[src/neuro_fix_pkg.sv]
// Number formats for the theta loop datapath
// Samples are signed Q3.14 in 18 bits, so values must stay within about +/-8.0
`default_nettype none

package neuro_fix_pkg;

    // ====================
    // Sample format
    // ====================

    // Word width and fraction bits of one sample
    localparam int SAMPLE_W = 18;
    localparam int FRAC     = 14;

    typedef logic signed [SAMPLE_W-1:0] sample_t;

    // Full product of two samples, before the FRAC shift
    localparam int PROD_W = 2 * SAMPLE_W;

    typedef logic signed [PROD_W-1:0] prod_t;

    // ====================
    // DAC format
    // ====================

    // Offset binary code for the external converter
    localparam int DAC_W = 12;

    typedef logic [DAC_W-1:0] dac_t;

    // Phase coupling gain, 0.25
    localparam sample_t K_PHASE    = 18'sd4096;
    // Oscillator start amplitude, 0.5
    localparam sample_t THETA_INIT = 18'sd8192;
    // Leak of each cortical unit, one quarter of the error per update
    localparam int      LEAK_SHIFT = 2;

endpackage

`default_nettype wire

[src/neuro_net_pkg.sv]
// Network level types of the theta loop
// Theta steps assume the Q3.14 sample format and a fixed update rate
`default_nettype none

package neuro_net_pkg;

    import neuro_fix_pkg::*;

    // ====================
    // Cortical pattern
    // ====================

    // Bit order: sensory gamma, sensory alpha, assoc gamma, assoc alpha,
    // motor gamma, motor alpha (bit 0 first)
    localparam int N_UNITS = 6;

    typedef logic [N_UNITS-1:0] pattern_t;

    // Octant of the theta cycle, 0..3 encoding and 4..7 retrieval
    typedef logic [2:0] theta_phase_t;

    // Brain state select, codes 5..7 unused
    typedef enum logic [2:0] {
        BS_NORMAL      = 3'd0,
        BS_MEDITATION  = 3'd1,
        BS_ANESTHESIA  = 3'd2,
        BS_PSYCHEDELIC = 3'd3,
        BS_FLOW        = 3'd4
    } brain_state_e;

    // ====================
    // CA3 memory
    // ====================

    typedef enum logic [1:0] {
        CA3_IDLE   = 2'd0,
        CA3_LEARN  = 2'd1,
        CA3_RECALL = 2'd2
    } ca3_mode_e;

    typedef logic signed [3:0] weight_t;

    localparam weight_t      WEIGHT_MAX   = 4'sd7;
    localparam theta_phase_t LEARN_PHASE  = 3'd1;
    localparam theta_phase_t RECALL_PHASE = 3'd5;

    // Theta rotation per update, indexed by brain state
    localparam int N_STATES = 5;

    localparam sample_t THETA_STEP [N_STATES] = '{
        18'sd1608,
        18'sd1286,
        18'sd965,
        18'sd1930,
        18'sd1447
    };

endpackage

`default_nettype wire

[src/theta_bus_if.sv]
// Update tick and theta state shared by the loop blocks
// All signals are registered at the source and change only on clk
`default_nettype none

interface theta_bus_if
    import neuro_fix_pkg::*, neuro_net_pkg::*;
();

    // Single cycle update strobe
    logic         tick;

    // Quadrature theta point and its octant
    sample_t      theta_x;
    sample_t      theta_y;
    theta_phase_t theta_phase;

    modport timer (output tick);

    modport osc (input tick, output theta_x, theta_y, theta_phase);

    modport sink (input tick, theta_x, theta_y, theta_phase);

endinterface

`default_nettype wire

[src/rate_config.sv]
// Update tick divider and brain state lookup of the theta step
// CLK_DIV must be 4 or more, state codes 5 to 7 select the normal step
`default_nettype none

module rate_config
    import neuro_fix_pkg::*, neuro_net_pkg::*;
#(
    parameter int CLK_DIV = 8
) (
    input  logic         clk,
    input  logic         arst_n,
    input  brain_state_e state_select,
    output sample_t      theta_step,
    theta_bus_if.timer   bus
);

    localparam int               CNT_W    = $clog2(CLK_DIV);
    localparam logic [CNT_W-1:0] CNT_LAST = CNT_W'(CLK_DIV - 1);
    localparam logic [CNT_W-1:0] CNT_PRE  = CNT_W'(CLK_DIV - 2);

    logic [CNT_W-1:0] div_cnt;

    // ====================
    // Tick divider
    // ====================

    // Tick is registered one count early so it is high while div_cnt is CNT_LAST
    always_ff @(posedge clk or negedge arst_n) begin
        if (!arst_n) begin
            div_cnt  <= '0;
            bus.tick <= 1'b0;
        end else begin
            if (div_cnt == CNT_LAST) begin
                div_cnt <= '0;
            end else begin
                div_cnt <= div_cnt + 1'b1;
            end
            bus.tick <= (div_cnt == CNT_PRE);
        end
    end

    // ====================
    // Step lookup
    // ====================

    // One cycle of latency from state_select
    always_ff @(posedge clk or negedge arst_n) begin
        if (!arst_n) begin
            theta_step <= THETA_STEP[BS_NORMAL];
        end else if (int'(state_select) < N_STATES) begin
            theta_step <= THETA_STEP[state_select];
        end else begin
            theta_step <= THETA_STEP[BS_NORMAL];
        end
    end

endmodule

`default_nettype wire

[src/theta_oscillator.sv]
// Quadrature theta oscillator with an eight phase octant output
// Symplectic update, the step must stay well below 1.0 for a stable orbit
`default_nettype none

module theta_oscillator
    import neuro_fix_pkg::*, neuro_net_pkg::*;
(
    input  logic    clk,
    input  logic    arst_n,
    input  sample_t theta_step,
    theta_bus_if.osc bus
);

    prod_t   step_y;
    prod_t   step_x;
    sample_t x_next;
    sample_t y_next;

    // Octant counted counterclockwise from the -y axis
    // A boundary point goes to the higher octant, except x = 0 with y > 0 stays at 3
    function automatic theta_phase_t octant_of(input sample_t x, input sample_t y);
        logic [SAMPLE_W-1:0] ax;
        logic [SAMPLE_W-1:0] ay;
        ax = x[SAMPLE_W-1] ? -x : x;
        ay = y[SAMPLE_W-1] ? -y : y;
        if (!x[SAMPLE_W-1]) begin
            // Right half plane, encoding side
            if (y[SAMPLE_W-1]) begin
                return (ay > ax) ? 3'd0 : 3'd1;
            end
            return (ay < ax) ? 3'd2 : 3'd3;
        end
        // Left half plane, retrieval side
        if (!y[SAMPLE_W-1] && (y != '0)) begin
            return (ay > ax) ? 3'd4 : 3'd5;
        end
        return (ay >= ax) ? 3'd7 : 3'd6;
    endfunction

    // x moves first, then y uses the new x
    always_comb begin
        step_y = theta_step * bus.theta_y;
        x_next = bus.theta_x - sample_t'(step_y >>> FRAC);
        step_x = theta_step * x_next;
        y_next = bus.theta_y + sample_t'(step_x >>> FRAC);
    end

    always_ff @(posedge clk or negedge arst_n) begin
        if (!arst_n) begin
            bus.theta_x     <= THETA_INIT;
            bus.theta_y     <= '0;
            bus.theta_phase <= octant_of(THETA_INIT, '0);
        end else if (bus.tick) begin
            bus.theta_x     <= x_next;
            bus.theta_y     <= y_next;
            // Phase follows the new point on the same edge
            bus.theta_phase <= octant_of(x_next, y_next);
        end
    end

endmodule

`default_nettype wire

[src/cortical_units.sv]
// Six leaky cortical units driven by gated input and theta phase coupling
// Sensory input should stay within +/-1.0 to keep every unit inside a sample
`default_nettype none

module cortical_units
    import neuro_fix_pkg::*, neuro_net_pkg::*;
(
    input  logic     clk,
    input  logic     arst_n,
    input  sample_t  sensory_input,
    input  pattern_t phase_pattern,
    theta_bus_if.sink bus,
    output pattern_t cortical_pattern,
    output dac_t     dac_output
);

    // Two guard bits for the sum of input and coupling
    localparam int WIDE_W      = SAMPLE_W + 2;
    localparam int MOTOR_GAMMA = 4;

    sample_t                  gated_input;
    prod_t                    k_theta_x;
    prod_t                    k_theta_y;
    sample_t                  couple_x;
    sample_t                  couple_y;
    sample_t                  couple    [N_UNITS];
    logic signed [WIDE_W-1:0] target    [N_UNITS];
    logic signed [WIDE_W-1:0] diff      [N_UNITS];
    sample_t                  unit_next [N_UNITS];
    sample_t                  unit_q    [N_UNITS];

    // ====================
    // Unit update
    // ====================

    always_comb begin
        // Half gain in the retrieval octants 4..7
        gated_input = bus.theta_phase[2] ? (sensory_input >>> 1) : sensory_input;
        k_theta_x   = K_PHASE * bus.theta_x;
        k_theta_y   = K_PHASE * bus.theta_y;
        couple_x    = sample_t'(k_theta_x >>> FRAC);
        couple_y    = sample_t'(k_theta_y >>> FRAC);
        for (int i = 0; i < N_UNITS; i++) begin
            // Gamma units follow theta_x, alpha units theta_y
            couple[i] = (i % 2 == 0) ? couple_x : couple_y;
            // In phase adds the coupling, anti phase subtracts it
            target[i] = WIDE_W'(gated_input)
                      + (phase_pattern[i] ? WIDE_W'(couple[i]) : -WIDE_W'(couple[i]));
            diff[i]      = target[i] - WIDE_W'(unit_q[i]);
            unit_next[i] = sample_t'(WIDE_W'(unit_q[i]) + (diff[i] >>> LEAK_SHIFT));
        end
    end

    always_ff @(posedge clk or negedge arst_n) begin
        if (!arst_n) begin
            for (int i = 0; i < N_UNITS; i++) begin
                unit_q[i] <= '0;
            end
        end else if (bus.tick) begin
            unit_q <= unit_next;
        end
    end

    // ====================
    // Outputs
    // ====================

    // Active when the unit is zero or positive
    always_comb begin
        for (int i = 0; i < N_UNITS; i++) begin
            cortical_pattern[i] = ~unit_q[i][SAMPLE_W-1];
        end
    end

    // Motor gamma as offset binary, top bits only
    assign dac_output = {~unit_q[MOTOR_GAMMA][SAMPLE_W-1],
                         unit_q[MOTOR_GAMMA][SAMPLE_W-2 -: DAC_W-1]};

endmodule

`default_nettype wire

[src/ca3_phase_memory.sv]
// CA3 phase memory with Hebbian learning and phase pattern recall
// Learns only on LEARN_PHASE ticks and recalls only on RECALL_PHASE ticks
`default_nettype none

module ca3_phase_memory
    import neuro_net_pkg::*;
(
    input  logic      clk,
    input  logic      arst_n,
    input  pattern_t  cortical_pattern,
    theta_bus_if.sink bus,
    output pattern_t  phase_pattern,
    output ca3_mode_e ca3_mode
);

    // Five terms of at most 7 each
    localparam int SUM_W = 7;

    weight_t                 w_q        [N_UNITS][N_UNITS];
    weight_t                 w_next     [N_UNITS][N_UNITS];
    logic signed [SUM_W-1:0] recall_sum [N_UNITS];
    pattern_t                recall_bits;

    // ====================
    // Learn and recall
    // ====================

    // Diagonal entries are never touched and stay zero
    always_comb begin
        for (int i = 0; i < N_UNITS; i++) begin
            recall_sum[i] = '0;
            for (int j = 0; j < N_UNITS; j++) begin
                w_next[i][j] = w_q[i][j];
                if (i != j) begin
                    // Agreeing units strengthen, disagreeing units weaken
                    if (cortical_pattern[i] == cortical_pattern[j]) begin
                        if (w_q[i][j] < WEIGHT_MAX) begin
                            w_next[i][j] = w_q[i][j] + 4'sd1;
                        end
                    end else if (w_q[i][j] > -WEIGHT_MAX) begin
                        w_next[i][j] = w_q[i][j] - 4'sd1;
                    end
                    // Recall uses the weights held before the edge
                    recall_sum[i] = recall_sum[i]
                        + (cortical_pattern[j] ? SUM_W'(w_q[i][j]) : -SUM_W'(w_q[i][j]));
                end
            end
            recall_bits[i] = ~recall_sum[i][SUM_W-1];
        end
    end

    always_ff @(posedge clk or negedge arst_n) begin
        if (!arst_n) begin
            for (int i = 0; i < N_UNITS; i++) begin
                for (int j = 0; j < N_UNITS; j++) begin
                    w_q[i][j] <= '0;
                end
            end
            phase_pattern <= '0;
            ca3_mode      <= CA3_IDLE;
        end else if (bus.tick) begin
            // Mode holds until the next tick edge
            if (bus.theta_phase == LEARN_PHASE) begin
                w_q      <= w_next;
                ca3_mode <= CA3_LEARN;
            end else if (bus.theta_phase == RECALL_PHASE) begin
                phase_pattern <= recall_bits;
                ca3_mode      <= CA3_RECALL;
            end else begin
                ca3_mode <= CA3_IDLE;
            end
        end
    end

endmodule

`default_nettype wire

[src/theta_loop_processor.sv]
// Closed theta loop from sensory input through cortex and CA3 back to cortex
// Loop outputs change one edge after each tick and then hold for CLK_DIV cycles
`default_nettype none

module theta_loop_processor
    import neuro_fix_pkg::*, neuro_net_pkg::*;
#(
    parameter int CLK_DIV = 8
) (
    input  logic         clk,
    input  logic         arst_n,
    input  sample_t      sensory_input,
    input  brain_state_e state_select,
    output sample_t      theta_x,
    output theta_phase_t theta_phase,
    output pattern_t     cortical_pattern,
    output pattern_t     phase_pattern,
    output ca3_mode_e    ca3_mode,
    output dac_t         dac_output
);

    sample_t theta_step;

    // Tick and theta state for all loop blocks
    theta_bus_if theta_bus ();

    rate_config #(
        .CLK_DIV (CLK_DIV)
    ) rate_config_inst (
        .clk          (clk),
        .arst_n       (arst_n),
        .state_select (state_select),
        .theta_step   (theta_step),
        .bus          (theta_bus.timer)
    );

    theta_oscillator theta_oscillator_inst (
        .clk        (clk),
        .arst_n     (arst_n),
        .theta_step (theta_step),
        .bus        (theta_bus.osc)
    );

    // Cortex sees the phase pattern held before each update edge
    cortical_units cortical_units_inst (
        .clk              (clk),
        .arst_n           (arst_n),
        .sensory_input    (sensory_input),
        .phase_pattern    (phase_pattern),
        .bus              (theta_bus.sink),
        .cortical_pattern (cortical_pattern),
        .dac_output       (dac_output)
    );

    ca3_phase_memory ca3_phase_memory_inst (
        .clk              (clk),
        .arst_n           (arst_n),
        .cortical_pattern (cortical_pattern),
        .bus              (theta_bus.sink),
        .phase_pattern    (phase_pattern),
        .ca3_mode         (ca3_mode)
    );

    assign theta_x     = theta_bus.theta_x;
    assign theta_phase = theta_bus.theta_phase;

endmodule

`default_nettype wire

[config.mk]
export PLATFORM = sky130hd
export DESIGN_NAME = theta_loop_processor
export DESIGN_NICKNAME = d
export VERILOG_FILES = /design/src/neuro_fix_pkg.sv /design/src/neuro_net_pkg.sv /design/src/theta_bus_if.sv /design/src/rate_config.sv /design/src/theta_oscillator.sv /design/src/cortical_units.sv /design/src/ca3_phase_memory.sv /design/src/theta_loop_processor.sv
export SDC_FILE = /design/constraint.sdc
export NUM_CORES = 2
export LEC_CHECK = 0
export BUFFER_PORTS_ARGS = -buffer_cell sky130_fd_sc_hd__buf_2
export CAP_MARGIN = 0
export CORE_MARGIN = 5
export CORE_UTILIZATION = 57
export DETAILED_ROUTE_END_ITERATION = 10
export PLACE_DENSITY = 0.8
export SKIP_CTS_REPAIR_TIMING = 1
export SYNTH_ARGS = -nofsm -noshare
export SYNTH_HDL_FRONTEND = slang
export SYNTH_SLANG_ARGS = --single-unit
[constraint.sdc]
create_clock -name clk -period 16.3 [get_ports clk]
set_clock_uncertainty 0.05 [all_clocks]
set_input_delay 4.075 -clock clk [delete_from_list [all_inputs] [get_ports clk]]
set_output_delay 4.075 -clock clk [all_outputs]
set_load 0.01 [all_outputs]
**Word-level counts from Yosys, hierarchy flattened**

Memories as Yosys holds them, arrays and structs flattened.
Index checks and enable logic that the tools add are counted.

- $lt $le $gt $ge: 65
- $add $sub $neg: 139
- Reductions and logical operators: 64
- Equality and inequality tests: 64
- Div/mod/pow operators: 0
- Shifts and indexed selects: 0
- Multiply operators: 2
- Bitwise gates (word level): 14
- Mux-type cells: 153

Operators by type and width:

| operator | number |
|---|---|
| $mux W4 | 90 |
| $mux W7 | 30 |
| $neg A4 Y7 | 30 |
| $add A7 B7 Y7 | 24 |
| $add A18 B18 Y18 | 7 |
| $add A18 B20 Y20 | 6 |
| $add A4 B2 Y4 const B | 30 |
| $gt A4 B4 Y1 const B | 30 |
| $lt A4 B4 Y1 const B | 30 |
| $mux W20 | 6 |
| $reduce_and A4 Y1 | 30 |
| $sub A20 B18 Y20 | 6 |
| $sub A4 B2 Y4 const B | 30 |
| $mux W18 | 5 |
| $mul A18 B18 Y32 | 2 |
| $ne A2 B2 Y1 const B | 30 |
| $reduce_bool A2 Y1 | 30 |
| $neg A16 Y20 | 2 |
| $neg A18 Y18 | 2 |
| $eq A1 B1 Y1 | 30 |
| $mux W3 | 7 |
| $ge A18 B18 Y1 | 1 |
| $gt A18 B18 Y1 | 1 |
| $lt A18 B18 Y1 | 1 |
| 15 further kinds | 41 |

- Output and inout bits: 47
- Memory bits (writable): 0
- Input port bits: 23
- Logic and storage cells: 546
- Memories: 1
- Register bits after elaboration: 297
- Latch bits: 0
- Bits in read-only memories: 144

Memories:

| memory | words | bits a word | read ports | clocked after memory_dff | wr ports | RTL line | source |
|---|---|---|---|---|---|---|---|
| (no name shown) | 8 | 18 | 1 | 0 | 0 | rate_config.sv:51 | `theta_step <= THETA_STEP[state_select];` |

**Logic depth before layout (Yosys ltp)**

- Word-level depth: 14
- Mapped depth: 78
- Mapped depth without buffers: 74

**Cells and area by module**

Synthesis repeated with hierarchy kept, for this count alone.

- Cells, all modules: 6479
- Area, all modules: 58722.6 µm²

By module, submodules not included:

| module | cells an instance | area each (µm²) | instances | seq. area each (µm²) |
|---|---|---|---|---|
| theta_oscillator | 2877 | 25827.3 | 1 | 953.4 |
| cortical_units | 1970 | 17043.8 | 1 | 2702.6 |
| ca3_phase_memory | 1584 | 15262.1 | 1 | 3203.1 |
| rate_config | 48 | 589.3 | 1 | 355.3 |

**Least setup slack after synthesis**

OpenSTA, ideal clock, no wires.

- Kind: flip-flop to flip-flop
- Start: register rate_config_inst.theta_step[9]
- End: register theta_oscillator_inst.bus.theta_phase[0]
- Setup time: 0.129 ns
- Path buffers: 4
- Arrival time: 16.590 ns
- Data required time: 16.122 ns
- Slack: -0.469 ns
- Clock period less this slack: 16.769 ns
- Stages on the path, launching flop included: 67
- Cell sequence: dfstp_2 > clkbuf_1 > clkbuf_1 > nand2_1 > fa_1 > fa_1 > fa_1 > fa_1 > inv_1 > fa_1 > fa_1 > ha_1 > a211o_1 > nor3_1 > o21ai_1 > a31oi_1 > o21bai_1 > a21oi_1 > [... 31 more ...] > a21o_1 > nor4bb_1 > a211o_1 > a41oi_1 > a21oi_1 > xnor2_1 > clkbuf_1 > nand2_1 > xnor2_1 > ha_1 > a21o_1 > a21o_1 > a211oi_1 > o21ai_0 > a221oi_1 > o21ai_0 > o311ai_0 > o2bb2ai_1

- Cells in the longest elaborated chain, start to end: 14
- Elaborated cells on any way between the ends: 32
- Those cells by class: add/sub (4); mul (2); order compare (3); mux (20); reduce/logical (3)

RTL lines:

| element | RTL line | source |
|---|---|---|
| start, declared | rate_config.sv:13 | `output sample_t theta_step,` |
| start signal, assigned | rate_config.sv:49 | `theta_step <= THETA_STEP[BS_NORMAL];` |
| start signal, assigned | rate_config.sv:51 |  |
| start signal, assigned | rate_config.sv:53 | `theta_step <= THETA_STEP[BS_NORMAL];` |
| $mul A18 B18 Y32 | theta_oscillator.sv:42 | `step_y = theta_step * bus.theta_y;` |
| $sub A18 B18 Y18 | theta_oscillator.sv:43 | `x_next = bus.theta_x - sample_t'(step_y >>> FRAC);` |
| $mul A18 B18 Y32 | theta_oscillator.sv:44 | `step_x = theta_step * x_next;` |
| $add A18 B18 Y18 | theta_oscillator.sv:45 | `y_next = bus.theta_y + sample_t'(step_x >>> FRAC);` |
| $neg A18 Y18 | theta_oscillator.sv:25 | `ay = y[SAMPLE_W-1] ? -y : y;` |
| $mux W18 | theta_oscillator.sv:25 |  |
| $gt A18 B18 Y1 | theta_oscillator.sv:29, theta_oscillator.sv:35 |  |
| $mux W1 | theta_oscillator.sv:29, theta_oscillator.sv:35 |  |
| $mux W3 | theta_oscillator.sv:28 | `if (y[SAMPLE_W-1]) begin` |
| $mux W3 | theta_oscillator.sv:31 | `return (ay < ax) ? 3'd2 : 3'd3;` |
| $mux W3 | theta_oscillator.sv:26 | `if (!x[SAMPLE_W-1]) begin` |
| $mux W3 | theta_oscillator.sv:34 | `if (!y[SAMPLE_W-1] && (y != '0)) begin` |
| $mux W3 | theta_oscillator.sv:37 | `return (ay >= ax) ? 3'd7 : 3'd6;` |
| $mux W3 * | theta_oscillator.sv:34 |  |
| end signal, assigned | theta_oscillator.sv:52 | `bus.theta_phase <= octant_of(THETA_INIT, '0);` |
| end signal, assigned | theta_oscillator.sv:57 | `bus.theta_phase <= octant_of(x_next, y_next);` |
| end, declared | theta_bus_if.sv:19 | `modport osc (input tick, output theta_x, theta_y, theta_phase);` |

Mark *: on every way between the ends. The rest lies on a longest branch, timed or not. The select of a mux whose other input is x is not followed.
A chain may end at the register's enable or synchronous reset.

**Worst setup path in the final report**

- Start: register rate_config_inst.theta_step[6]
- End: register theta_oscillator_inst.bus.theta_phase[0]

Same word-level chain as after synthesis.

==> impl_metrics.py <==
metrics = {
    "min_path": {
        "hold_start": "rate_config_inst.div_cnt[0]",
        "hold_path_end": "rate_config_inst.div_cnt[0]",
        "min_path_type": "reg2reg",
        "hold_depth": 1,
    },
    "detailed_routing": {
        "drt_wl_total_mm": 127,
        "detail_route.wl_per_cell_microns": 18.8,
        "vias": 39400,
        "routed_via_density": 5.81,
        "postRouteAntennaNets": 0,
        "drc": 0,
        "dr.pass1.iters": 7,
        "dr.first_iter.drc_count": 2507,
    },
    "sta": {
        "slew_viol_final": 0,
        "finalHoldViolCount": 0,
        "relSlewSlack_pct": 30.5,
        "fin_hold_ws_ps": 406,
        "setup_violations": 1,
        "period_minus_slack_ps": 16300,
        "fmax_ghz": 0.0613,
        "rsz0062_at_grt": "true",
        "fin_tns_setup_ps": -0.298,
        "final.setup.worst_slack_ps": -0.298,
        "tightest_slew_ps": 1040,
        "min_period_over_period_pct": 100,
    },
    "floorplanning": {
        "die_area_sq_um": 92000,
        "num_rows": 107,
        "coreArea_sq_um": 85300,
        "io_pins": 70,
        "initial_utilization_pct": 57.5,
        "die_h_microns": 303,
        "die_x_microns": 303,
    },
    "setup_path": {
        "worstSetupPathType": "reg2reg",
        "worst_r2r_endpoint": "theta_oscillator_inst.bus.theta_phase[0]",
        "slowest_delay_ps": 580,
        "arrival_ps": 16670,
        "worstPathRequired_ps": 16670,
        "cp_common_cell": "fa_1",
        "worst_setup_path_end_kind": "register",
        "r2r_slack_ps": -0.3,
        "ff2ff_path_depth": 74,
        "cp_max_fo": 8,
        "slowest_stage": "dfstp_2",
        "cp-start-kind": "register",
        "reg2reg_from": "rate_config_inst.theta_step[6]",
    },
    "final_layout": {
        "fin_nets": 6870,
        "fill_cells": 6793,
        "drive_above_1_share_pct": 11.2,
        "areaGrowthSynthToFinish_pct": 10.4,
        "final_cells": 6781,
        "final_cell_area_sq_um": 54100,
    },
    "pwr": {
        "power-per-cell-area_nw_per_um2": 139,
        "vdd_ir_drop_max_mv": 0.151,
        "fin_total_pwr_uw": 7550,
        "p_leak_uw": 0.0284,
    },
    "placed_design": {
        "io_buffers": 69,
        "post-dp-hpwl_mm": 98.4,
        "dpl.cell_count": 6678,
        "post_dp_cell_area_sq_um": 51800,
        "gp_congestion": 0.929,
    },
    "logic_synthesis": {
        "postSynthCellCount": 5441,
        "ys_async_sr_fraction_pct": 100,
        "synth_area_leader_cell": "fa_1",
        "synth_ff_type": "dfrtp_1",
        "ys_seq_elements": 288,
        "synth_top_area_share_pct": 20.4,
        "yosysWarnings": 0,
        "synth_area_leaders": "fa_1 20%, ha_1 19%, dfrtp_1 14%, xnor2_1 6.9%, inv_1 5.2%",
        "ys_types": 86,
        "ys_top_cells_by_count": "746 x ha_1, 680 x inv_1, 500 x fa_1",
        "syn_area_sq_um": 49000,
        "synthesis.nets": 6710,
        "yosysSeqAreaShare_pct": 14.7,
        "synth_edf_count": 0,
        "synth_area_per_cell_sq_um": 9.01,
        "yosys.cell_count.top_type": "ha_1",
    },
    "job": {
        "max-cap-violations": 0,
    },
    "clock_tree": {
        "cts_sinks": 288,
        "tritoncts": "done",
        "h-tree-depth": 2,
        "cts.clk_slew.worst_paths_ps": 60,
        "cts-root-buf": "clkbuf_16",
        "clock_path_buffers": 3,
        "insertion_delay_ps": 600,
        "numCtsBuffers": 41,
    },
    "global_route": {
        "top_usage_layer": "met2",
        "grt-ovfl-total": 0,
        "grt_pass1_vias": 40900,
        "grt.total_usage_pct": 27.6,
        "grt_pass1_wl_mm": 206,
        "grt_max_degree": 84,
        "antenna_found_initial": 9,
        "met1_usage_pct": 34.1,
        "use_met2_pct": 47.8,
        "met3_usage_pct": 4.49,
    },
    "run_status": {
        "status": "finished, violations left",
        "violations": "negative setup slack",
    },
}
[worst max-delay path, delay by kind of cell, from the launching register on]
family,cells,cell delay (ps)
AOI/OAI and AO/OA,24,4340
DFF,1,580
and+or+nand+nor,13,1980
adders and majority gates,17,6990
xor gates and xnor gates,5,810
buffers and inverters,15,1320
[layout make-up]
class                           instances  area [sq um]  share of cell area [%]
Multi-Input combinational cell       4256         39000                    72.1
Tap cell                             1144          1430                    2.64
Sequential cell                       288          7220                    13.3
Clock inverter                         20           352                   0.649
Inverter                              681          2560                    4.72
Clock buffer                           52          1130                    2.08
Antenna cell                            7          17.5                  0.0324
Timing Repair Buffer                  333          2390                    4.42
[cells in the final DEF (no fill, tap or decap), types with 18 or more instances in the layout]
master / n
inv_1: 672
xnor2_1: 376
o31ai_1: 47
nand3_1: 78
fa_1: 496
and3_1: 27
a21oi_1: 162
xor2_1: 158
buf_2: 68
nor2_1: 335
a211o_1: 26
buf_4: 252
or3_1: 31
mux2i_1: 22
nand3b_1: 18
ha_1: 723
clkbuf_16: 41
a21o_1: 125
o2111ai_1: 35
o21ai_0: 309
mux2_2: 81
nor3b_1: 40
nor3_1: 80
dfrtp_1: 277
o21a_1: 68
nand2b_1: 48
and2_1: 197
nor2b_1: 53
nand2_1: 398
[worst max-delay path by stage]
stage                              startpoint                                       end  slack, ps  depth (start not counted)
2_1_floorplan  rate_config_inst.theta_step[6]  theta_oscillator_inst.bus.theta_phase[0]          4                         65
3_3_place_gp   rate_config_inst.theta_step[7]  theta_oscillator_inst.bus.theta_phase[0]       -100                         67
3_5_place_dp   rate_config_inst.theta_step[6]  theta_oscillator_inst.bus.theta_phase[0]       -400                         70
4_1_cts        rate_config_inst.theta_step[6]  theta_oscillator_inst.bus.theta_phase[0]       -540                         69
5_1_grt        rate_config_inst.theta_step[6]  theta_oscillator_inst.bus.theta_phase[0]       -620                         75
6_report       rate_config_inst.theta_step[6]  theta_oscillator_inst.bus.theta_phase[0]       -0.3                         74
[power by group]
| part | internal, uW | switching (uW) |
|---|---|---|
| sequential | 855 | 108 |
| combinational | 2420 | 3150 |
| clock | 618 | 395 |
| total | 3900 | 3660 |
[per-layer routing]
metal | share of wire [%] | wire (microns) | vias to the layer above
li1 | - | - | 18400
met1 | 41 | 51700 | 19400
met2 | 48 | 61600 | 1160
met3 | 6.1 | 7780 | 358
met4 | 4.9 | 6300 | 4
met5 | 0.017 | 22 | -
[metrics by stage]
| stage | setup WS, ps | util (%) |
|---|---|---|
| floorplan | 4.25 | - |
| global placement | -101 | 60.8 |
| detailed placement | -402 | 60.8 |
| CTS | -544 | 62.5 |
| global route | -618 | 63.5 |
| finish | -0.298 | 63.5 |
[registers in the layout (all words and copies together) (netlist names)]
register and count:
theta_oscillator_inst.bus.theta_phase 3, rate_config_inst.theta_step 10, cortical_units_inst.unit_q 97, ca3_phase_memory_inst.phase_pattern 6
ca3_phase_memory_inst.ca3_mode 2, rate_config_inst.div_cnt 3, cortical_units_inst.dac_output 11, theta_oscillator_inst.bus.theta_x 17
rate_config_inst.bus.tick 1, theta_oscillator_inst.bus.theta_y 18, ca3_phase_memory_inst.w_q 120
[kinds of logic after synthesis]
group,after synthesis,synth area share (%)
compound gates,961,12.7
xor+xnor,546,9.79
fa+ha+maj,1246,39.4
buf+inv,897,6.97
flops,288,14.7
mux,103,2.31
simple gates,1400,14.1
Note: power is estimated with default switching activity, not from simulation.
